File: config.mk
export PLATFORM = sky130hd
export DESIGN_NAME = game_top
export DESIGN_NICKNAME = d
export VERILOG_FILES = /design/src/game_pkg.sv /design/src/vga_pkg.sv /design/src/frame_render.sv /design/src/game_fsm.sv /design/src/game_top.sv /design/src/player_ctl.sv /design/src/vga_timing.sv
export VERILOG_INCLUDE_DIRS = /design/src /design/src/src
export SDC_FILE = /design/constraint.sdc
export NUM_CORES = 1
export LEC_CHECK = 0
export BUFFER_PORTS_ARGS = -buffer_cell sky130_fd_sc_hd__buf_2
export CORE_MARGIN = 2
export CORE_UTILIZATION = 35
export DETAILED_ROUTE_END_ITERATION = 6
export PLACE_DENSITY = 0.56
export SLEW_MARGIN = 5
export SYNTH_ARGS = -nofsm -noshare
export SYNTH_HDL_FRONTEND = slang
export SYNTH_SLANG_ARGS = --single-unit
export TNS_END_PERCENT = 50
File: constraint.sdc
create_clock -name clk -period 3.9 [get_ports clk]
set_input_delay 1.17 -clock clk [delete_from_list [all_inputs] [get_ports clk]]
set_output_delay 1.17 -clock clk [all_outputs]
set_load 0.05 [all_outputs]
File: src/game_cfg.svh
/* Video mode, paddle geometry and motion settings for the paddle game core.
   Included by the packages and by any module that needs a raw dimension. */

`ifndef GAME_CFG_SVH
`define GAME_CFG_SVH

// Horizontal segments in pixels, scaled down from 800 x 600 SVGA
`define H_ACTIVE    32
`define H_FP        2
`define H_SYNC      4
`define H_BP        2

// Vertical segments in lines
`define V_ACTIVE    24
`define V_FP        1
`define V_SYNC      2
`define V_BP        1

`define PADDLE_W    6     // Paddle width in pixels
`define PADDLE_STEP 2     // Pixels moved per frame while a button is held

// First line of each two-line paddle band
`define P1_ROW      18
`define P2_ROW      21

`define P1_START    0
`define P2_START    26

`define COUNT_W     11    // Wide enough for the full SVGA timing as well

`endif

File: src/game_pkg.sv
/* Game level types used by the state machine, the player controllers
   and the renderer. Import with game_pkg::* in the module header. */

`default_nettype none

`include "game_cfg.svh"

package game_pkg;

    // Title screen, round in progress, round lost
    typedef enum logic [1:0] {
        START = 2'd0,
        PLAY  = 2'd1,
        OVER  = 2'd2
    } game_state_e;

    // Button levels of one player, high while pressed
    typedef struct packed {
        logic left;
        logic right;
    } paddle_btn_t;

    // Left edge of a paddle in pixels
    typedef logic [`COUNT_W-1:0] xpos_t;

endpackage

`default_nettype wire

File: src/vga_pkg.sv
/* Video types shared by the timing generator, the renderer and the top level.
   Import with vga_pkg::* in the module header. */

`default_nettype none

`include "game_cfg.svh"

package vga_pkg;

    // One entry per pixel clock, produced by vga_timing
    typedef struct packed {
        logic [`COUNT_W-1:0] hcount;
        logic [`COUNT_W-1:0] vcount;
        logic                hsync;       // Active low
        logic                vsync;       // Active low
        logic                blank;
        logic                frame_start; // High at (0,0) only
    } vga_tim_t;

    typedef struct packed {
        logic [3:0] r;
        logic [3:0] g;
        logic [3:0] b;
    } rgb_t;

    // What leaves the chip
    typedef struct packed {
        logic hsync;
        logic vsync;
        rgb_t rgb;
    } vga_px_t;

endpackage

`default_nettype wire

File: src/frame_render.sv
/* Drawing stage. Picks the colour of each pixel from the game state and the
   paddle positions and registers it together with the syncs. */

`timescale 1ns/1ps
`default_nettype none

`include "game_cfg.svh"

module frame_render import vga_pkg::*, game_pkg::*; (
    input  logic        clk,
    input  logic        arst_n,
    input  vga_tim_t    tim,
    input  game_state_e state,
    input  xpos_t       xpos1,
    input  xpos_t       xpos2,
    output vga_px_t     px
);

    localparam xpos_t PW     = xpos_t'(`PADDLE_W);
    localparam xpos_t BAND_H = xpos_t'(2);
    localparam xpos_t P1_Y   = xpos_t'(`P1_ROW);
    localparam xpos_t P2_Y   = xpos_t'(`P2_ROW);

    localparam rgb_t BLACK = 12'h000;
    localparam rgb_t BLUE  = 12'h00F;
    localparam rgb_t GREY  = 12'h888;
    localparam rgb_t RED   = 12'hF00;
    localparam rgb_t GREEN = 12'h0F0;

    logic on_p1;
    logic on_p2;
    rgb_t colour;

    always_comb begin
        on_p1 = (tim.vcount >= P1_Y) && (tim.vcount < P1_Y + BAND_H) &&
                (tim.hcount >= xpos1) && (tim.hcount < xpos1 + PW);
        on_p2 = (tim.vcount >= P2_Y) && (tim.vcount < P2_Y + BAND_H) &&
                (tim.hcount >= xpos2) && (tim.hcount < xpos2 + PW);
    end

    always_comb begin
        colour = BLACK;
        if (!tim.blank) begin
            if (state == START) begin
                colour = BLUE;                 // Title screen has no paddles
            end else if (on_p1) begin
                colour = RED;
            end else if (on_p2) begin
                colour = GREEN;
            end else if (state == OVER) begin
                colour = GREY;
            end
        end
    end

    // Syncs go through the same stage so they stay aligned with rgb
    always_ff @(posedge clk or negedge arst_n) begin
        if (!arst_n) begin
            px.hsync <= 1'b1;
            px.vsync <= 1'b1;
            px.rgb   <= BLACK;
        end else begin
            px.hsync <= tim.hsync;
            px.vsync <= tim.vsync;
            px.rgb   <= colour;
        end
    end

endmodule

`default_nettype wire

File: src/game_fsm.sv
/* Game state machine. Samples the start button once per frame, detects
   presses and ends the round when the two paddles overlap. */

`timescale 1ns/1ps
`default_nettype none

`include "game_cfg.svh"

module game_fsm import game_pkg::*; (
    input  logic        clk,
    input  logic        arst_n,
    input  logic        frame_start,
    input  logic        start_btn,
    input  xpos_t       xpos1,
    input  xpos_t       xpos2,
    output game_state_e state,
    output logic        restart
);

    localparam xpos_t PW = xpos_t'(`PADDLE_W);

    logic start_prev;    // Start level at the previous frame start
    logic start_press;
    logic overlap;

    assign start_press = start_btn && !start_prev;

    // Ranges [x, x+PW-1] share at least one column
    assign overlap = (xpos1 < xpos2 + PW) && (xpos2 < xpos1 + PW);

    always_ff @(posedge clk or negedge arst_n) begin
        if (!arst_n) begin
            state      <= START;
            restart    <= 1'b0;
            start_prev <= 1'b0;
        end else begin
            restart <= 1'b0;
            if (frame_start) begin
                start_prev <= start_btn;
                case (state)
                    START: begin
                        if (start_press) begin
                            state   <= PLAY;
                            restart <= 1'b1;   // Paddles back to their start columns
                        end
                    end
                    PLAY: begin
                        if (overlap) begin
                            state <= OVER;
                        end
                    end
                    OVER: begin
                        if (start_press) begin
                            state <= START;
                        end
                    end
                    default: begin
                        state <= START;
                    end
                endcase
            end
        end
    end

endmodule

`default_nettype wire

File: src/game_top.sv
/* Top level of the two player paddle game. Joins the timing generator,
   both player controllers, the game state machine and the drawing stage. */

`timescale 1ns/1ps
`default_nettype none

`include "game_cfg.svh"

module game_top import vga_pkg::*, game_pkg::*; (
    input  logic        clk,
    input  logic        arst_n,
    input  logic        start_btn,
    input  paddle_btn_t p1_btn,
    input  paddle_btn_t p2_btn,
    output logic        hs,
    output logic        vs,
    output rgb_t        rgb
);

    vga_tim_t    tim;
    vga_px_t     px;
    game_state_e state;
    logic        restart;
    xpos_t       xpos1;
    xpos_t       xpos2;

    assign hs  = px.hsync;
    assign vs  = px.vsync;
    assign rgb = px.rgb;

    vga_timing u_vga_timing (
        .clk    (clk),
        .arst_n (arst_n),
        .tim    (tim)
    );

    player_ctl #(
        .START_X (xpos_t'(`P1_START))
    ) u_player1 (
        .clk         (clk),
        .arst_n      (arst_n),
        .frame_start (tim.frame_start),
        .btn         (p1_btn),
        .state       (state),
        .restart     (restart),
        .xpos        (xpos1)
    );

    player_ctl #(
        .START_X (xpos_t'(`P2_START))
    ) u_player2 (
        .clk         (clk),
        .arst_n      (arst_n),
        .frame_start (tim.frame_start),
        .btn         (p2_btn),
        .state       (state),
        .restart     (restart),
        .xpos        (xpos2)
    );

    game_fsm u_game_fsm (
        .clk         (clk),
        .arst_n      (arst_n),
        .frame_start (tim.frame_start),
        .start_btn   (start_btn),
        .xpos1       (xpos1),
        .xpos2       (xpos2),
        .state       (state),
        .restart     (restart)
    );

    frame_render u_frame_render (
        .clk    (clk),
        .arst_n (arst_n),
        .tim    (tim),
        .state  (state),
        .xpos1  (xpos1),
        .xpos2  (xpos2),
        .px     (px)
    );

endmodule

`default_nettype wire

File: src/player_ctl.sv
/* Paddle position of one player. Steps once per frame in PLAY toward the
   single pressed direction and stays inside the visible width. */

`timescale 1ns/1ps
`default_nettype none

`include "game_cfg.svh"

module player_ctl import game_pkg::*; #(
    parameter xpos_t START_X = '0
) (
    input  logic        clk,
    input  logic        arst_n,
    input  logic        frame_start,
    input  paddle_btn_t btn,
    input  game_state_e state,
    input  logic        restart,
    output xpos_t       xpos
);

    localparam xpos_t X_MAX = xpos_t'(`H_ACTIVE - `PADDLE_W);
    localparam xpos_t STEP  = xpos_t'(`PADDLE_STEP);

    xpos_t xpos_nxt;

    always_comb begin
        xpos_nxt = xpos;
        if (btn.left && !btn.right) begin
            if (xpos < STEP) begin
                xpos_nxt = '0;                   // Clamp at the left edge
            end else begin
                xpos_nxt = xpos - STEP;
            end
        end else if (btn.right && !btn.left) begin
            if (xpos > X_MAX - STEP) begin
                xpos_nxt = X_MAX;
            end else begin
                xpos_nxt = xpos + STEP;
            end
        end
    end

    always_ff @(posedge clk or negedge arst_n) begin
        if (!arst_n) begin
            xpos <= START_X;
        end else if (restart) begin
            xpos <= START_X;                     // New round
        end else if (frame_start && state == PLAY) begin
            xpos <= xpos_nxt;
        end
    end

endmodule

`default_nettype wire

File: src/vga_timing.sv
/* Pixel timing generator. Free running horizontal and vertical counters
   with registered syncs, blanking and a one cycle frame start pulse. */

`timescale 1ns/1ps
`default_nettype none

`include "game_cfg.svh"

module vga_timing import vga_pkg::*; (
    input  logic     clk,
    input  logic     arst_n,
    output vga_tim_t tim
);

    localparam int H_TOTAL   = `H_ACTIVE + `H_FP + `H_SYNC + `H_BP;
    localparam int V_TOTAL   = `V_ACTIVE + `V_FP + `V_SYNC + `V_BP;
    localparam int H_SYNC_LO = `H_ACTIVE + `H_FP;
    localparam int H_SYNC_HI = H_SYNC_LO + `H_SYNC;
    localparam int V_SYNC_LO = `V_ACTIVE + `V_FP;
    localparam int V_SYNC_HI = V_SYNC_LO + `V_SYNC;

    logic [`COUNT_W-1:0] hcount;
    logic [`COUNT_W-1:0] vcount;
    logic                h_last;
    logic                v_last;

    assign h_last = (hcount == `COUNT_W'(H_TOTAL - 1));
    assign v_last = (vcount == `COUNT_W'(V_TOTAL - 1));

    always_ff @(posedge clk or negedge arst_n) begin
        if (!arst_n) begin
            hcount <= '0;
            vcount <= '0;
        end else begin
            if (h_last) begin
                hcount <= '0;
                if (v_last) begin
                    vcount <= '0;
                end else begin
                    vcount <= vcount + 1'b1;
                end
            end else begin
                hcount <= hcount + 1'b1;
            end
        end
    end

    // Output stage follows the counters by one cycle
    always_ff @(posedge clk or negedge arst_n) begin
        if (!arst_n) begin
            tim.hcount      <= '0;
            tim.vcount      <= '0;
            tim.hsync       <= 1'b1;
            tim.vsync       <= 1'b1;
            tim.blank       <= 1'b0;
            tim.frame_start <= 1'b0;
        end else begin
            tim.hcount      <= hcount;
            tim.vcount      <= vcount;
            tim.hsync       <= !((hcount >= `COUNT_W'(H_SYNC_LO)) &&
                                 (hcount <  `COUNT_W'(H_SYNC_HI)));
            tim.vsync       <= !((vcount >= `COUNT_W'(V_SYNC_LO)) &&
                                 (vcount <  `COUNT_W'(V_SYNC_HI)));
            tim.blank       <= (hcount >= `COUNT_W'(`H_ACTIVE)) ||
                               (vcount >= `COUNT_W'(`V_ACTIVE));
            tim.frame_start <= (hcount == '0) && (vcount == '0);
        end
    end

endmodule

`default_nettype wire

Word level (Yosys, flattened, before mapping)
Index checks and enable logic that the tools add are counted.
- $add $sub $neg: 8
- multiply operators: 0
- div/mod/pow operators: 0
- magnitude comparators: 20
- eq/ne operators: 7
- shifts and indexed selects: 0
- multiplexer cells: 26
- bitwise operators: 0
- reductions and logical operators: 33
- operators with widths (kind ; number):
    2-to-1 mux 11 bit ; 14
    2-to-1 mux 12 bit ; 5
    greater-or-equal comparator 11 x 5 -> 1 bit (second input constant) ; 4
    less-than comparator 11 bit ; 4
    less-than comparator 11 x 5 -> 1 bit (second input constant) ; 3
    adder 11 x 1 -> 11 bit (second input constant) ; 2
    adder 11 x 2 -> 11 bit (second input constant) ; 2
    adder 11 x 3 -> 11 bit (second input constant) ; 2
    greater-or-equal comparator 11 bit ; 2
    greater-or-equal comparator 11 x 6 -> 1 bit (second input constant) ; 2
    > comparator 11 x 5 -> 1 bit (second input constant) ; 2
    zero test 11 bit ; 2
    less-than comparator 11 x 2 -> 1 bit (second input constant) ; 2
    subtractor 11 x 2 -> 11 bit (second input constant) ; 2
    logical AND 1 bit ; 16
    == test 11 x 5 -> 1 bit (second input constant) ; 1
    == test 11 x 6 -> 1 bit (second input constant) ; 1
    less-than comparator 11 x 6 -> 1 bit (second input constant) ; 1
    zero test 1 bit ; 7
    2-to-1 mux 2 bit ; 3
    one-hot mux 2 bit (3 select lines) ; 1
    nonzero test 3 bit ; 2
    inequality test 2 bit (second input constant) ; 2
    AND reduction 2 bit ; 2
    other kinds (8) ; 10
- flip-flop bits (word level): 88
- bits in latches: 0
- bits in writable memories: 0
- ROM bits: 0
- input port bits: 7
- output and inout bits: 14
- logic and storage cells: 112
- memories: 0

Depth between registers and ports, before layout
- word-level depth: 8
- mapped depth: 13
- depth with buffers taken out: 13

Modules after synthesis
A second synthesis with hierarchy kept.
- cell total of the unflattened synthesis: 628
- area, all modules: 5947.0 um2
- by module, submodules not included (module ; times used ; cells each ; area each (um2) ; seq. area each (um2)):
    vga_timing ; 1 ; 150 ; 1878.1 ; 1203.7
    frame_render ; 1 ; 186 ; 1589.0 ; 202.7
    game_fsm ; 1 ; 109 ; 883.3 ; 100.1
    player_ctl (u_player2) ; 1 ; 95 ; 803.3 ; 254.0
    player_ctl (u_player1) ; 1 ; 88 ; 793.3 ; 250.2

Least setup slack after synthesis
Ideal clock, no wire load.
- path type: reg-to-reg
- from: register u_player1.xpos[5]
- to: register u_game_fsm.state[1]
- setup time: 0.065 ns
- arrival time: 2.796 ns
- data required time: 3.835 ns
- setup slack: 1.039 ns
- cell stages (with the launch flop): 13
- path buffers: 1
- clock period less this slack: 2.861 ns
- cell sequence: dfrtp_1 clkbuf_1 inv_1 nor4_1 nand4_1 xnor2_1 ha_1 nand4_1 nor2_1 a2111oi_0 nand3_1 a311oi_1 mux2_2
- word-level cells in the longest chain between the ends: 5
- elaborated cells on any way between the ends: 6
- those cells by class: add/sub (1); order compare (2); eq/ne (1); reduce/logical (2)
- RTL lines (element ; line ; text):
    start, declared ; player_ctl.sv:18 ; output xpos_t xpos
    start signal, assigned ; player_ctl.sv:49 ; xpos <= xpos_nxt;
    adder 11 x 3 -> 11 bit ; game_fsm.sv:29 ; assign overlap = (xpos1 < xpos2 + PW) && (xpos2 < xpos1 + PW);
    less-than comparator 11 bit ; game_fsm.sv:29 ;
    logical AND 1 bit * ; game_fsm.sv:29 ;
    inequality test 2 x 1 -> 1 bit (no line) * ; -- ;
    AND reduction 4 bit (no line) * ; -- ;
    end signal, assigned ; game_fsm.sv:33 ; state <= START;
    end signal, assigned ; game_fsm.sv:43 ; state <= PLAY;
    end signal, assigned ; game_fsm.sv:49 ; state <= OVER;
    end, declared ; game_fsm.sv:16 ; output game_state_e state,
Every way passes the cells marked *; elsewhere a longest branch is shown, timed or not.
A chain may end at the register's enable or synchronous reset.

Worst setup path after layout
Ends and elaborated chain as after synthesis.

==> qor.csv <==
metric;value;unit
ys async rst share;1.000;
core area;14590;um^2
vias;4187;
H-tree lvl count;3;
grt ovf;0;
status;completed;
WP buf/inv;1;
FMAX;309.0;MHz
Critical path destination;u_game_fsm.state[1];
hold buffer count at CTS;0;
period utilization;0.8298;
DIE AREA;16010;um^2
vias in the first global route;4223;
CP max stage cell;dfrtp_1;
clock sink total;79;
synth warn;0;
largest net degree at the start of global routing;80;
detailed router's first-iteration violation count;228;
Top Family by Delay on Critical Path;simple AND/OR/NAND/NOR gates;
Final Skew;0.004949;ns
initial core utilization;0.3603;
Final Core Density;0.3954;
CP Capture Type;flop;
total of max-cap violations;0;
Setup violations, final;0;
Ports;21;
Critical Path RT;4.18;ns
I/O Buffers;20;
post-CTS setup buffers;0;
most used cell, CP;nand4_1;
die width;126.5;um
post-synthesis instance total;571;
critical path depth;11;
Die Span Y;126.5;um
Max clock buf depth;2;
row count;44;
Yosys cell types;63;
Clk Tree Root Cell;clkbuf_16;
Fin Setup TNS;0;ns
Pleak;2.616;nW
Placed Cells;750;
# DRC;0;
max incr delay on CP;0.55;ns
power per cell area;326.2;nW/um^2
Clock Latency Late Sink;0.34;ns
crit-path cells;inv_1, nor4_1, nand4_1, xnor2_1, ha_1, nand4_1, nor2_1, a2111oi_0, nand3_1, a311oi_1, mux2_2;
cts repair resizes;0;
top cell type's share of synthesized area;0.3428;
fin cells;766;
Via-to-Cell Ratio;5.466;
Critical R2R Launch;u_player1.xpos[5];
CP max FO;9;
Slew headroom;0.3245;
Tightest Pin Transition;1.013;ns
post-route ant nets;0;
antenna violations before repair;0;
arrival time worst endpoint;3.52;ns
post-synthesis sequential area ratio;0.3778;
Reg2Reg Depth;11;
final wirelength;12.47;mm
r2r setup slk;0.66;ns
Clk pin slew, worst setup/hold paths;0.06;ns
Crit. Startpoint;u_player1.xpos[5];
TritonCTS buffer count;9;
Post-Syn Area;5256;um^2
dpl hpwl;9.411;mm
worst min-delay path class;reg -> reg;
Syn Area/Cell;9.205;um^2
minimum clock period;3.236;ns
Setup CP Type;reg -> reg;
TritonCTS clock tree;yes;
number of diodes;0;
Worst VDD drop;0.2551;mV
flops & latches, synth;79;
ys flop type;dfrtp_1;
area grow syn2layout;9.736;%
max-slew violations;0;
Placer Congestion;0.9201;
Reg-to-Reg End;u_game_fsm.state[1];
Fin. Hold Viols;0;
Post-layout nets;648;
Syn Nets;642;
total power;0.001882;W
RSZ-0062 raised after global routing;false;
first-pass GRT wire length;21.10;mm
TritonRoute pass-1 iters;4;
Global Route Usage Sum;0.1664;
DR WL/cell;16.28;um
leading area contributor after synthesis;dfrtp_1;
startpoint types;flop;
largest cells by area after synthesis;dfrtp_1 (34%), ha_1 (15%), xnor2_1 (4.7%);
share of cells above drive strength 1;0.09622;
Post-synth EDFFs;0;
## layer usage
layer  up-vias  track usage  part of all wire
met5         -            0                 0
met4         0      0.07434             0.030
li1       2058            -                 -
met1      1987       0.2186              0.46
met3        23      0.03627             0.052
met2       119       0.2636              0.46
## power breakdown
part | leakage [nW] | switching, W | internal, W | total, W
logic | 1.44 | 0.000115 | 0.0000697 | 0.000185
registers | 1.04 | 0.0000211 | 0.000830 | 0.000851
clock network | 0.139 | 0.000330 | 0.000515 | 0.000845
## worst min-delay path by stage
stage                             start               endpoint  slack [ns]  cells after the start
floorplan           u_vga_timing.tim[2]  u_frame_render.px[12]        0.35                      0
global placement    u_vga_timing.tim[2]  u_frame_render.px[12]        0.35                      0
detailed placement  u_vga_timing.tim[2]  u_frame_render.px[12]        0.35                      0
CTS                 u_vga_timing.tim[2]  u_frame_render.px[12]        0.36                      0
global route        u_vga_timing.tim[2]  u_frame_render.px[12]        0.36                      0
finish              u_vga_timing.tim[2]  u_frame_render.px[12]        0.36                      0
## cells in the final DEF, fill, tap and decap left out, types with 9 or more instances in the layout
cell / Yosys / routed
a21oi_1: 31 / 31
and3_1: 10 / 10
buf_2: 4 / 19
clkbuf_16: 0 / 9
dfrtp_1: 72 / 72
ha_1: 64 / 64
inv_1: 31 / 31
nand2_1: 40 / 40
nand3_1: 26 / 26
nor2_1: 40 / 40
nor2b_1: 9 / 9
nor3_1: 28 / 28
nor4_1: 11 / 11
o21ai_0: 35 / 35
xnor2_1: 28 / 28
## state kept, by name, indices dropped and copies added (netlist names), 2 cells and up
signal               count
u_player1.xpos          10
u_frame_render.px        8
u_vga_timing.vcount     11
u_player2.xpos          10
u_game_fsm.state         2
u_vga_timing.hcount     11
u_vga_timing.tim        25
## cell type report
type                       count  area [um^2]
clock buffer                  12        246.5
timing repair buffer          22        117.6
clock inverter                 4        53.80
inverter                      32        120.1
multi-input combinational    433         3014
sequential                    79         1986
tap                          184        230.2
fill                        1437         8821
## logic make-up after synthesis
family                   after synthesis  synth area share
flip-flops                            79            0.3778
AO/OA/AOI/OAI                        127            0.1545
buffers and inverters                 59           0.04879
multiplexers                           4          0.008093
adder cells (fa/ha/maj)               67            0.1583
AND/OR/NAND/NOR                      199            0.1926
XOR/XNOR                              36           0.05999
## synthesized netlist by cell type (all sizes together) (4+ instances only)
library cell	instances
nand3	26
xnor2	28
ha	64
dfstp	7
clkbuf	15
o21ai	38
o211ai	5
a21o	6
nand2b	4
a21oi	31
nand4	9
nand2	41
nor3	28
nor4	11
buf	12
xor2	8
dfrtp	72
o31ai	4
and3	10
or3	8
o21a	8
nor2b	9
o22ai	5
inv	31
nor2	40
## stage by stage
step / hold slack (ns) / setup WS [ns] / cell area (um^2)
3_5_place_dp: 0.3488 / 0.6911 / 5468
6_report: 0.3559 / 0.6638 / 5768
5_1_grt: 0.3610 / 0.2571 / 5768
2_1_floorplan: 0.3452 / 1.039 / 5256
4_1_cts: 0.3580 / 0.6744 / 5768
3_3_place_gp: 0.3468 / 0.7952 / 5468
Note: power is estimated with default switching activity, not from simulation.
